[src/fetch_pkg.sv]
// shared fetch types and constants; 32-bit word fetch only, no compressed or misaligned instructions
package fetch_pkg;

  //////////////////////////////////////////////////////////
  // address select encodings
  //////////////////////////////////////////////////////////

  typedef enum logic [3:0] {
    PC_BOOT      = 4'b0000,
    PC_FENCEI    = 4'b0001, // refetch from pc + 4
    PC_JUMP      = 4'b0010, // id-stage jump
    PC_BRANCH    = 4'b0011, // ex-stage branch
    PC_EXCEPTION = 4'b0100, // target comes from exc_pc_mux_e
    PC_MRET      = 4'b0101,
    PC_DRET      = 4'b0111
  } pc_mux_e;

  typedef enum logic [2:0] {
    EXC_PC_EXCEPTION = 3'b000, // trap base, all causes share it
    EXC_PC_IRQ       = 3'b001, // vectored by interrupt index
    EXC_PC_DBD       = 3'b010, // debug halt entry
    EXC_PC_DBE       = 3'b100  // debug exception entry
  } exc_pc_mux_e;

  //////////////////////////////////////////////////////////
  // bus and pipeline bundles
  //////////////////////////////////////////////////////////

  typedef struct packed {
    logic        req;
    logic [31:0] addr;
  } instr_req_t; // fetch side -> memory

  typedef struct packed {
    logic        gnt;
    logic        rvalid;
    logic [31:0] rdata;
  } instr_rsp_t; // memory -> fetch side

  typedef struct packed {
    logic        valid;
    logic [31:0] instr;
  } if_id_t;

  typedef struct packed {
    logic [31:0] id_tgt; // jump target from id
    logic [31:0] ex_tgt; // branch target from ex
  } jump_tgt_t;

  typedef struct packed {
    logic [31:0] mepc;
    logic [31:0] depc;
    logic [31:0] pc;     // pc of the current instruction, used by fence.i
  } ret_pc_t;

  typedef struct packed {
    logic [23:0] mtvec_base; // machine trap base, upper bits
    logic [4:0]  vec_idx;    // interrupt vector index
    logic [29:0] dm_halt;    // debug halt address [31:2]
    logic [29:0] dm_exc;     // debug exception address [31:2]
  } trap_cfg_t;

  localparam int          FIFO_DEPTH_DEF = 2;
  localparam logic [31:0] RESET_ADDR     = 32'h0000_0080; // fetch address held until first branch

endpackage

[src/fetch_fifo.sv]
// instruction word FIFO, FIFO_DEPTH >= 2; flush has priority over push and pop, data not reset
`timescale 1ns/100ps

module fetch_fifo #(
  parameter int FIFO_DEPTH = fetch_pkg::FIFO_DEPTH_DEF
) (
  input  logic                            clk,
  input  logic                            rst_n,
  input  logic                            flush_i,
  input  logic                            push_i,
  input  logic [31:0]                     push_data_i,
  input  logic                            pop_i,
  output logic                            valid_o,
  output logic [31:0]                     rdata_o,
  output logic [$clog2(FIFO_DEPTH+1)-1:0] cnt_o    // occupancy, lets the controller keep room
);

  localparam int PTR_W = $clog2(FIFO_DEPTH);
  localparam int CNT_W = $clog2(FIFO_DEPTH + 1);

  logic [31:0]      mem_q [FIFO_DEPTH];
  logic [PTR_W-1:0] rptr_q, wptr_q;
  logic [CNT_W-1:0] cnt_q;
  logic             do_push, do_pop;

  assign do_push = push_i & ~flush_i; // words arriving with a flush are stale
  assign do_pop  = pop_i & ~flush_i;

  // storage, write side only
  always_ff @(posedge clk) begin
    if (do_push) begin
      mem_q[wptr_q] <= push_data_i;
    end
  end

  // pointers and occupancy
  always_ff @(posedge clk or negedge rst_n) begin
    if (!rst_n) begin
      rptr_q <= '0;
      wptr_q <= '0;
      cnt_q  <= '0;
    end else if (flush_i) begin
      rptr_q <= '0; // empty in one cycle
      wptr_q <= '0;
      cnt_q  <= '0;
    end else begin
      if (do_push) begin
        wptr_q <= (wptr_q == PTR_W'(FIFO_DEPTH - 1)) ? '0 : wptr_q + 1'b1; // wrap for any depth
      end
      if (do_pop) begin
        rptr_q <= (rptr_q == PTR_W'(FIFO_DEPTH - 1)) ? '0 : rptr_q + 1'b1;
      end
      cnt_q <= cnt_q + CNT_W'(do_push) - CNT_W'(do_pop);
    end
  end

  assign valid_o = (cnt_q != '0);
  assign rdata_o = mem_q[rptr_q]; // head word, no fall-through
  assign cnt_o   = cnt_q;

  a_no_push_full: assert property (@(posedge clk) disable iff (!rst_n)
    do_push |-> (cnt_q < CNT_W'(FIFO_DEPTH)) || do_pop) else $error("push into full FIFO");
  a_no_pop_empty: assert property (@(posedge clk) disable iff (!rst_n)
    do_pop |-> valid_o) else $error("pop from empty FIFO");

endmodule

[src/fetch_top.sv]
// fetch front end top; FIFO_DEPTH >= 2, drive pc_set_i with PC_BOOT together with the first req_i
`timescale 1ns/100ps

module fetch_top #(
  parameter int FIFO_DEPTH = fetch_pkg::FIFO_DEPTH_DEF
) (
  input  logic                   clk,
  input  logic                   rst_n,
  input  logic                   req_i,
  input  logic                   pc_set_i,
  input  fetch_pkg::pc_mux_e     pc_mux_i,
  input  fetch_pkg::exc_pc_mux_e exc_pc_mux_i,
  input  logic [31:0]            boot_addr_i,
  input  fetch_pkg::trap_cfg_t   trap_cfg_i,
  input  fetch_pkg::jump_tgt_t   jump_tgt_i,
  input  fetch_pkg::ret_pc_t     ret_pc_i,
  input  logic                   halt_if_i,
  input  logic                   id_ready_i,
  input  logic                   clear_instr_valid_i,
  input  fetch_pkg::instr_rsp_t  instr_rsp_i,        // memory side: gnt, rvalid, rdata
  output fetch_pkg::instr_req_t  instr_req_o,
  output fetch_pkg::if_id_t      if_id_o,            // to decode
  output logic [31:0]            branch_target_o,
  output logic                   csr_mtvec_init_o,
  output logic                   if_busy_o,
  output logic                   perf_imiss_o
);

  if_stage #(.FIFO_DEPTH(FIFO_DEPTH)) if_stage_inst (
    .clk (clk), .rst_n (rst_n), .req_i (req_i), .pc_set_i (pc_set_i),
    .pc_mux_i (pc_mux_i), .exc_pc_mux_i (exc_pc_mux_i), .boot_addr_i (boot_addr_i),
    .trap_cfg_i (trap_cfg_i), .jump_tgt_i (jump_tgt_i), .ret_pc_i (ret_pc_i),
    .halt_if_i (halt_if_i), .id_ready_i (id_ready_i),
    .clear_instr_valid_i (clear_instr_valid_i), .instr_rsp_i (instr_rsp_i),
    .instr_req_o (instr_req_o), .if_id_o (if_id_o), .branch_target_o (branch_target_o),
    .csr_mtvec_init_o (csr_mtvec_init_o), .if_busy_o (if_busy_o),
    .perf_imiss_o (perf_imiss_o)
  );

endmodule

[src/if_stage.sv]
// fetch stage, PC select and IF/ID register; branch targets are used word aligned, no compressed
`timescale 1ns/100ps

module if_stage #(
  parameter int FIFO_DEPTH = fetch_pkg::FIFO_DEPTH_DEF
) (
  input  logic                   clk,
  input  logic                   rst_n,
  input  logic                   req_i,               // core wants instructions
  input  logic                   pc_set_i,
  input  fetch_pkg::pc_mux_e     pc_mux_i,
  input  fetch_pkg::exc_pc_mux_e exc_pc_mux_i,
  input  logic [31:0]            boot_addr_i,
  input  fetch_pkg::trap_cfg_t   trap_cfg_i,
  input  fetch_pkg::jump_tgt_t   jump_tgt_i,
  input  fetch_pkg::ret_pc_t     ret_pc_i,
  input  logic                   halt_if_i,
  input  logic                   id_ready_i,
  input  logic                   clear_instr_valid_i,
  input  fetch_pkg::instr_rsp_t  instr_rsp_i,
  output fetch_pkg::instr_req_t  instr_req_o,
  output fetch_pkg::if_id_t      if_id_o,
  output logic [31:0]            branch_target_o,
  output logic                   csr_mtvec_init_o,
  output logic                   if_busy_o,
  output logic                   perf_imiss_o
);

  import fetch_pkg::*;

  typedef enum logic {IDLE, WAIT} offset_state_e;

  offset_state_e ofs_q, ofs_n;
  logic [31:0]   exc_pc;
  logic [31:0]   fetch_addr_n;
  logic          branch_req;
  logic          fetch_valid, fetch_ready;
  logic [31:0]   fetch_rdata;
  logic          id_valid_q;
  logic [31:0]   id_instr_q;

  //////////////////////////////////////////////////////////
  // target address selection
  //////////////////////////////////////////////////////////

  always_comb begin : exc_pc_mux
    unique case (exc_pc_mux_i)
      EXC_PC_EXCEPTION: exc_pc = {trap_cfg_i.mtvec_base, 8'h00};
      EXC_PC_IRQ:       exc_pc = {trap_cfg_i.mtvec_base, 1'b0, trap_cfg_i.vec_idx, 2'b00};
      EXC_PC_DBD:       exc_pc = {trap_cfg_i.dm_halt, 2'b00};
      EXC_PC_DBE:       exc_pc = {trap_cfg_i.dm_exc, 2'b00};
      default:          exc_pc = {trap_cfg_i.mtvec_base, 8'h00};
    endcase
  end

  always_comb begin : pc_mux
    unique case (pc_mux_i)
      PC_BOOT:      fetch_addr_n = {boot_addr_i[31:2], 2'b00};
      PC_JUMP:      fetch_addr_n = jump_tgt_i.id_tgt;
      PC_BRANCH:    fetch_addr_n = jump_tgt_i.ex_tgt;
      PC_EXCEPTION: fetch_addr_n = exc_pc;
      PC_MRET:      fetch_addr_n = ret_pc_i.mepc;
      PC_DRET:      fetch_addr_n = ret_pc_i.depc;
      PC_FENCEI:    fetch_addr_n = ret_pc_i.pc + 32'd4; // reload the buffer past fence.i
      default:      fetch_addr_n = {boot_addr_i[31:2], 2'b00};
    endcase
  end

  assign branch_target_o  = fetch_addr_n;
  assign csr_mtvec_init_o = pc_set_i && (pc_mux_i == PC_BOOT); // boot initialises mtvec

  prefetch_buffer #(.FIFO_DEPTH(FIFO_DEPTH)) prefetch_buffer_inst (
    .clk           (clk),
    .rst_n         (rst_n),
    .req_i         (req_i),
    .branch_i      (branch_req),
    .branch_addr_i ({fetch_addr_n[31:2], 2'b00}),
    .fetch_ready_i (fetch_ready),
    .instr_rsp_i   (instr_rsp_i),
    .fetch_valid_o (fetch_valid),
    .fetch_rdata_o (fetch_rdata),
    .instr_req_o   (instr_req_o),
    .busy_o        (if_busy_o)
  );

  //////////////////////////////////////////////////////////
  // offset FSM
  //////////////////////////////////////////////////////////

  always_comb begin
    ofs_n       = ofs_q;
    branch_req  = 1'b0;
    fetch_ready = 1'b0;
    unique case (ofs_q)
      IDLE: begin
        if (req_i) begin
          branch_req = 1'b1; // first fetch after reset
          ofs_n      = WAIT;
        end
      end
      WAIT: begin
        if (fetch_valid && req_i && id_ready_i && !halt_if_i) begin
          fetch_ready = 1'b1; // word moves into IF/ID
        end
      end
      default: ofs_n = IDLE;
    endcase
    if (pc_set_i) begin
      fetch_ready = 1'b0; // head word is stale
      branch_req  = 1'b1;
      ofs_n       = WAIT;
    end
  end

  always_ff @(posedge clk or negedge rst_n) begin
    if (!rst_n) begin
      ofs_q <= IDLE;
    end else begin
      ofs_q <= ofs_n;
    end
  end

  // IF/ID register, frozen while decode stalls
  always_ff @(posedge clk or negedge rst_n) begin
    if (!rst_n) begin
      id_valid_q <= 1'b0;
    end else if (fetch_ready) begin
      id_valid_q <= 1'b1;
    end else if (clear_instr_valid_i) begin
      id_valid_q <= 1'b0;
    end
  end

  always_ff @(posedge clk) begin
    if (fetch_ready) begin
      id_instr_q <= fetch_rdata;
    end
  end

  assign if_id_o      = '{valid: id_valid_q, instr: id_instr_q};
  assign perf_imiss_o = !fetch_valid || branch_req;

  a_pc_mux_known: assert property (@(posedge clk) disable iff (!rst_n)
    pc_set_i |-> !$isunknown(pc_mux_i)) else $error("pc_mux_i unknown on pc_set_i");
  a_id_hold: assert property (@(posedge clk) disable iff (!rst_n)
    if_id_o.valid && !id_ready_i |=> $stable(if_id_o.instr))
    else $error("IF/ID instr changed while decode stalled");

endmodule

[src/prefetch_buffer.sv]
// prefetch buffer, controller plus word FIFO; responses are never back-pressured
`timescale 1ns/100ps

module prefetch_buffer #(
  parameter int FIFO_DEPTH = fetch_pkg::FIFO_DEPTH_DEF
) (
  input  logic                  clk,
  input  logic                  rst_n,
  input  logic                  req_i,
  input  logic                  branch_i,       // flush and refetch from branch_addr_i
  input  logic [31:0]           branch_addr_i,
  input  logic                  fetch_ready_i,  // fetch stage takes the head word
  input  fetch_pkg::instr_rsp_t instr_rsp_i,
  output logic                  fetch_valid_o,
  output logic [31:0]           fetch_rdata_o,
  output fetch_pkg::instr_req_t instr_req_o,
  output logic                  busy_o
);

  localparam int CNT_W = $clog2(FIFO_DEPTH + 1);

  logic [CNT_W-1:0] fifo_cnt;
  logic [1:0]       outstanding;
  logic             resp_valid;

  prefetch_ctrl #(.FIFO_DEPTH(FIFO_DEPTH)) prefetch_ctrl_inst (
    .clk           (clk),
    .rst_n         (rst_n),
    .req_i         (req_i),
    .branch_i      (branch_i),
    .branch_addr_i (branch_addr_i),
    .fifo_cnt_i    (fifo_cnt),
    .instr_rsp_i   (instr_rsp_i),
    .instr_req_o   (instr_req_o),
    .resp_valid_o  (resp_valid),
    .outstanding_o (outstanding)
  );

  fetch_fifo #(.FIFO_DEPTH(FIFO_DEPTH)) fetch_fifo_inst (
    .clk         (clk),
    .rst_n       (rst_n),
    .flush_i     (branch_i),
    .push_i      (resp_valid),        // only words of the current stream
    .push_data_i (instr_rsp_i.rdata),
    .pop_i       (fetch_ready_i),
    .valid_o     (fetch_valid_o),
    .rdata_o     (fetch_rdata_o),
    .cnt_o       (fifo_cnt)
  );

  assign busy_o = (outstanding != 2'd0) || (fifo_cnt != '0); // still fetching or holding words

endmodule

[src/prefetch_ctrl.sv]
// bus request FSM; max two requests in flight, a branch may redirect a request not yet granted
`timescale 1ns/100ps

module prefetch_ctrl #(
  parameter int FIFO_DEPTH = fetch_pkg::FIFO_DEPTH_DEF
) (
  input  logic                            clk,
  input  logic                            rst_n,
  input  logic                            req_i,
  input  logic                            branch_i,
  input  logic [31:0]                     branch_addr_i,
  input  logic [$clog2(FIFO_DEPTH+1)-1:0] fifo_cnt_i,
  input  fetch_pkg::instr_rsp_t           instr_rsp_i,
  output fetch_pkg::instr_req_t           instr_req_o,
  output logic                            resp_valid_o,  // rvalid that belongs to the current stream
  output logic [1:0]                      outstanding_o
);

  import fetch_pkg::*;

  typedef enum logic {IDLE, BLOCKED} ctrl_state_e; // BLOCKED: req presented, waiting for gnt

  ctrl_state_e state_q, state_n;
  logic [31:0] addr_q, addr_n;       // next sequential fetch address
  logic [1:0]  outst_q, outst_n;     // granted but not yet answered
  logic [1:0]  discard_q, discard_n; // stale responses still to drop
  logic        room;
  logic        accepted;
  logic        rvalid;

  assign rvalid = instr_rsp_i.rvalid;

  // a new request needs a bus slot and FIFO room for all words in flight,
  // on a branch the FIFO is flushed so only the bus limit counts
  assign room = (outst_q < 2'd2) &&
                (branch_i || ((32'(outst_q) + 32'(fifo_cnt_i)) < 32'(FIFO_DEPTH)));

  always_comb begin
    instr_req_o.addr = branch_i ? branch_addr_i : addr_q; // branch target goes out at once
    instr_req_o.req  = (state_q == BLOCKED) || ((req_i || branch_i) && room);
  end

  assign accepted = instr_req_o.req & instr_rsp_i.gnt;

  always_comb begin
    state_n   = (instr_req_o.req && !instr_rsp_i.gnt) ? BLOCKED : IDLE;
    addr_n    = addr_q;
    outst_n   = outst_q + {1'b0, accepted} - {1'b0, rvalid};
    discard_n = discard_q;
    if (accepted) begin
      addr_n = instr_req_o.addr + 32'd4;
    end else if (branch_i) begin
      addr_n = branch_addr_i; // issue later, bus slots busy
    end
    if (branch_i) begin
      discard_n = outst_q - {1'b0, rvalid}; // everything before the branch is stale
    end else if (rvalid && (discard_q != 2'd0)) begin
      discard_n = discard_q - 2'd1;
    end
  end

  always_ff @(posedge clk or negedge rst_n) begin
    if (!rst_n) begin
      state_q   <= IDLE;
      addr_q    <= RESET_ADDR;
      outst_q   <= 2'd0;
      discard_q <= 2'd0;
    end else begin
      state_q   <= state_n;
      addr_q    <= addr_n;
      outst_q   <= outst_n;
      discard_q <= discard_n;
    end
  end

  assign resp_valid_o  = rvalid && !branch_i && (discard_q == 2'd0);
  assign outstanding_o = outst_q;

  a_outst_max: assert property (@(posedge clk) disable iff (!rst_n)
    outst_q <= 2'd2) else $error("more than two requests outstanding");

  // req holds with a stable addr until gnt, unless a branch redirects it
  a_addr_stable: assert property (@(posedge clk) disable iff (!rst_n)
    instr_req_o.req && !instr_rsp_i.gnt |=>
      instr_req_o.req && (branch_i || $stable(instr_req_o.addr)))
    else $error("instr addr changed before gnt");

endmodule
[config.mk]
export PLATFORM = sky130hd
export DESIGN_NAME = fetch_top
export DESIGN_NICKNAME = d
export VERILOG_FILES = /design/src/fetch_pkg.sv /design/src/fetch_fifo.sv /design/src/fetch_top.sv /design/src/if_stage.sv /design/src/prefetch_buffer.sv /design/src/prefetch_ctrl.sv
export SDC_FILE = /design/constraint.sdc
export NUM_CORES = 1
export LEC_CHECK = 0
export CORE_MARGIN = 10
export CORE_UTILIZATION = 40
export CTS_CLUSTER_SIZE = 24
export DETAILED_ROUTE_END_ITERATION = 10
export DONT_BUFFER_PORTS = 1
export PLACE_DENSITY_LB_ADDON = 0.08
export SLEW_MARGIN = 20
export SYNTH_ARGS = -nofsm -noshare
export SYNTH_HDL_FRONTEND = slang
export SYNTH_SLANG_ARGS = --single-unit
[constraint.sdc]
create_clock -name clk -period 8.2 [get_ports clk]
set_clock_uncertainty 0.15 [all_clocks]
set_input_delay 0.41 -clock clk [delete_from_list [all_inputs] [get_ports clk]]
set_output_delay 0.41 -clock clk [all_outputs]
set_load 0.01 [all_outputs]
==> run_summary.xml <==
<?xml version="1.0" encoding="UTF-8"?>
<metrics>
  <group name="clock_network">
    <metric name="cts_setup_buffers" unit="">0</metric>
    <metric name="tritoncts_num_sinks" unit="">139</metric>
    <metric name="cts-root-to-sink-buffers" unit="">2</metric>
    <metric name="cts-buffers-inserted" unit="">17</metric>
    <metric name="clkSlewWorstSetupHoldPaths" unit="ps">70</metric>
    <metric name="clock_latency" unit="ps">420</metric>
    <metric name="ctsRootBufferMaster" unit="">sky130_fd_sc_hd__clkbuf_16</metric>
    <metric name="htreeDepth" unit="">4</metric>
    <metric name="tritoncts" unit="">built</metric>
  </group>
  <group name="timing">
    <metric name="tightest_slew" unit="ps">1060</metric>
    <metric name="max-slew-margin-rel" unit="">0.276</metric>
    <metric name="final-hold-violation-count" unit="">0</metric>
    <metric name="final_max_slew_viol_count" unit="">0</metric>
    <metric name="rsz0062_at_grt" unit="">false</metric>
    <metric name="finalWorstPathRequiredPeriod" unit="ps">4070</metric>
    <metric name="final_setup_violation_count" unit="">0</metric>
    <metric name="post-route-worst-setup-slack" unit="ps">4130</metric>
    <metric name="maxClockFrequency" unit="MHz">245</metric>
    <metric name="setup-tns-final" unit="ps">0</metric>
    <metric name="post-route-period-util" unit="">0.497</metric>
  </group>
  <group name="floorplan">
    <metric name="die_x" unit="um">175</metric>
    <metric name="boundaryPins" unit="">430</metric>
    <metric name="floorplan.die.height" unit="um">175</metric>
    <metric name="initial_core_util" unit="">0.409</metric>
    <metric name="core-area" unit="sq mm">0.0236</metric>
    <metric name="die_area" unit="sq mm">0.0307</metric>
    <metric name="num_rows" unit="">56</metric>
  </group>
  <group name="global_routing">
    <metric name="largest_net_degree_at_the_start_of_global_routing" unit="">78</metric>
    <metric name="grt_usage" unit="">0.262</metric>
    <metric name="initial_antenna_violation_count" unit="">1</metric>
    <metric name="grt_pass1_vias" unit="">8348</metric>
    <metric name="overall_overflow_remaining_after_global_route" unit="">0</metric>
    <metric name="grt_first_pass_wirelength" unit="um">60300</metric>
  </group>
  <group name="synth">
    <metric name="synth_fp_nets" unit="">1331</metric>
    <metric name="ys_seq_elements" unit="">139</metric>
    <metric name="synthCells" unit="">994</metric>
    <metric name="yosysTopAreaCellShare" unit="">0.299</metric>
    <metric name="synth-async-reset-ratio" unit="">0.309</metric>
    <metric name="synth_top_cell_by_area" unit="">sky130_fd_sc_hd__edfxtp_1</metric>
    <metric name="synth_cell_types" unit="">86</metric>
    <metric name="synth-seq-area-share" unit="">0.410</metric>
    <metric name="post_synth_instance_area" unit="sq mm">0.00965</metric>
    <metric name="yosys_warnings" unit="">0</metric>
    <metric name="dominant_cells_by_area_after_synthesis" unit="">sky130_fd_sc_hd__edfxtp_1 30%, sky130_fd_sc_hd__dfrtp_1 11%, sky130_fd_sc_hd__mux2_2 4.4%</metric>
    <metric name="synth.avg_cell_area" unit="sq um">9.71</metric>
    <metric name="synth_enable_flop_cells" unit="">96</metric>
    <metric name="ys_dominant_reg_cell" unit="">sky130_fd_sc_hd__edfxtp_1</metric>
  </group>
  <group name="placement">
    <metric name="post_dp_cell_area" unit="sq mm">0.00978</metric>
    <metric name="routabilityCongestion" unit="">0.934</metric>
    <metric name="post-dp-hpwl" unit="um">33000</metric>
    <metric name="dp_worst_setup_slack" unit="ps">3760</metric>
    <metric name="io_buffer_count" unit="">0</metric>
  </group>
  <group name="min_path">
    <metric name="whs_path_depth" unit="">2</metric>
    <metric name="source_of_the_worst_hold_timing_path" unit="">instr_rsp_i[32]</metric>
    <metric name="worst_hold_path_type" unit="">input port to flop</metric>
  </group>
  <group name="drt">
    <metric name="starting_drt_drc_count" unit="">801</metric>
    <metric name="top_layer" unit="">met4</metric>
    <metric name="detail_route.first_pass.iterations" unit="">5</metric>
    <metric name="routed_met1_length" unit="um">16200</metric>
    <metric name="detailroute.wirelength.met3" unit="um">4790</metric>
    <metric name="postRouteAntennaNets" unit="">0</metric>
    <metric name="vias" unit="">8485</metric>
    <metric name="vias_per_cell" unit="">6.45</metric>
    <metric name="wirelength" unit="um">42200</metric>
    <metric name="detail_route.wl_per_cell" unit="um">32.1</metric>
    <metric name="met2_wirelength" unit="um">20500</metric>
    <metric name="drt_drc_violations_left" unit="">0</metric>
  </group>
  <group name="run_status">
    <metric name="status" unit="">finished, final reports clean</metric>
  </group>
  <group name="layout">
    <metric name="syn2layout_area_growth" unit="%">11.8</metric>
    <metric name="final_common_cell" unit="">sky130_fd_sc_hd__edfxtp_1</metric>
    <metric name="net_count_reported_at_finish" unit="">1319</metric>
    <metric name="finish.instance_area" unit="sq mm">0.0108</metric>
    <metric name="layout_common_cells" unit="">96 x sky130_fd_sc_hd__edfxtp_1, 95 x sky130_fd_sc_hd__nor2_1, 48 x sky130_fd_sc_hd__a21oi_1</metric>
    <metric name="final_core_utilization" unit="">0.457</metric>
    <metric name="fraction_of_layout_cells_with_a_size_suffix_above_1" unit="">0.123</metric>
  </group>
  <group name="setup_path">
    <metric name="r2r-start" unit="">if_stage_inst.ofs_q</metric>
    <metric name="timing.critical_path.arrival" unit="ps">4270</metric>
    <metric name="criticalPathCategory" unit="">flop to flop</metric>
    <metric name="cp-start-kind" unit="">flop</metric>
    <metric name="worst_ep_required_time" unit="ps">8400</metric>
    <metric name="worst_setup_path_end_kind" unit="">flop</metric>
    <metric name="reg2reg_setup_slack" unit="ps">4130</metric>
    <metric name="worstPathMaxFanout" unit="">35</metric>
    <metric name="timing.reg2reg.worst_path_depth" unit="">10</metric>
  </group>
  <group name="flow_run">
    <metric name="maxCapViolCount" unit="">0</metric>
  </group>
  <group name="power_and_ir_drop">
    <metric name="power.ir.vdd_worst" unit="mV">0.118</metric>
    <metric name="reported_leakage_power" unit="nW">3.71</metric>
    <metric name="cellPowerDensity" unit="mW/mm^2">187</metric>
  </group>
</metrics>
-- cells in the mapped netlist (all sizes together), types with 19 or more instances --
cell and instances:
buf 37, nand3 35, nor2 96, nor3 27, xnor2 31, o21ai 28, and2 20, edfxtp 96
a21oi 48, mux2i 34, clkbuf 42, nor4 22, mux2 38, nand2 42, a31oi 19, dfrtp 42
o221ai 29, inv 39
-- registers in the layout (all words and copies together) (netlist names), named ones only --
signal                                                        cells
if_stage_inst.prefetch_buffer_inst.prefetch_ctrl_inst.addr_q     32
if_stage_inst.id_instr_q                                         32
if_stage_inst.prefetch_buffer_inst.fetch_fifo_inst.wptr_q         1
if_stage_inst.id_valid_q                                          1
if_stage_inst.prefetch_buffer_inst.fetch_fifo_inst.rptr_q         1
if_stage_inst.prefetch_buffer_inst.fetch_fifo_inst.cnt_o          2
if_stage_inst.prefetch_buffer_inst.fetch_fifo_inst.mem_q         64
if_stage_inst.ofs_q                                               1
-- kinds of logic after synthesis --
family	count (synthesis)	share of synthesized area
AND/OR/NAND/NOR	358	0.211
AO/OA/AOI/OAI	253	0.192
flip-flops	139	0.410
buffers and inverters	118	0.0528
multiplexers	73	0.0820
XOR/XNOR	45	0.0408
adder cells (fa/ha/maj)	8	0.0112
-- how the worst max path moves through the flow --
stage	start	to	slack, ps	depth (start not counted)
after CTS	if_stage_inst.ofs_q	flop	4050	10
final	if_stage_inst.ofs_q	flop	4130	10
after detailed placement	pc_mux_i[3]	flop	3760	10
after floorplan	pc_set_i	if_stage_inst.id_instr_q[0]	3580	2
after global placement	pc_mux_i[3]	flop	3880	10
after global routing	if_stage_inst.ofs_q	flop	3750	10
-- layout make-up --
class	instances	area (sq um)
fill	2325	12800
inverter	39	146
clock inverter	15	174
sequential	139	3960
clock buffer	17	425
multi-input combinational	737	5200
timing repair buffer	48	473
tap	319	399
antenna	1	2.50
-- power by group --
| group | total (mW) | internal [mW] | switching [mW] |
|---|---|---|---|
| logic | 0.414 | 0.158 | 0.256 |
| registers | 0.827 | 0.810 | 0.0171 |
| clock network | 0.781 | 0.412 | 0.368 |
| total | 2.02 | 1.38 | 0.642 |
-- metal layers --
metal,vias up,global-route usage
li1,3782,-
met1,4193,0.308
met4,0,0.0406
met2,457,0.446
met3,53,0.109
met5,-,0
-- through the flow --
step                      std cells  hold WS (ps)  power (mW)
after floorplan                 994         -35.6        1.16
after global placement         1244         -34.0        1.23
after detailed placement       1244         -34.1        1.24
after CTS                      1314          54.8        2.04
after global routing           1314          66.5        2.12
final                          1315          70.4        2.02
-- worst max-delay path, cell delays in order, from the launching register on --
cell and delay (ps):
sky130_fd_sc_hd__dfrtp_1 410, sky130_fd_sc_hd__nor2b_1 400, sky130_fd_sc_hd__or2_2 770, sky130_fd_sc_hd__o211a_1 270
sky130_fd_sc_hd__or2_2 180, sky130_fd_sc_hd__ha_1 160, sky130_fd_sc_hd__nand2_1 120, sky130_fd_sc_hd__nor3_1 660
sky130_fd_sc_hd__nand3_1 390, sky130_fd_sc_hd__nor4_1 320, sky130_fd_sc_hd__xor2_1 170
-- what timing repair did --
action	CTS	global route
endpoints found under the hold margin	110	0
gates resized for setup	0	0
hold buffers	38	0
Power figures use the tool's default switching activity.
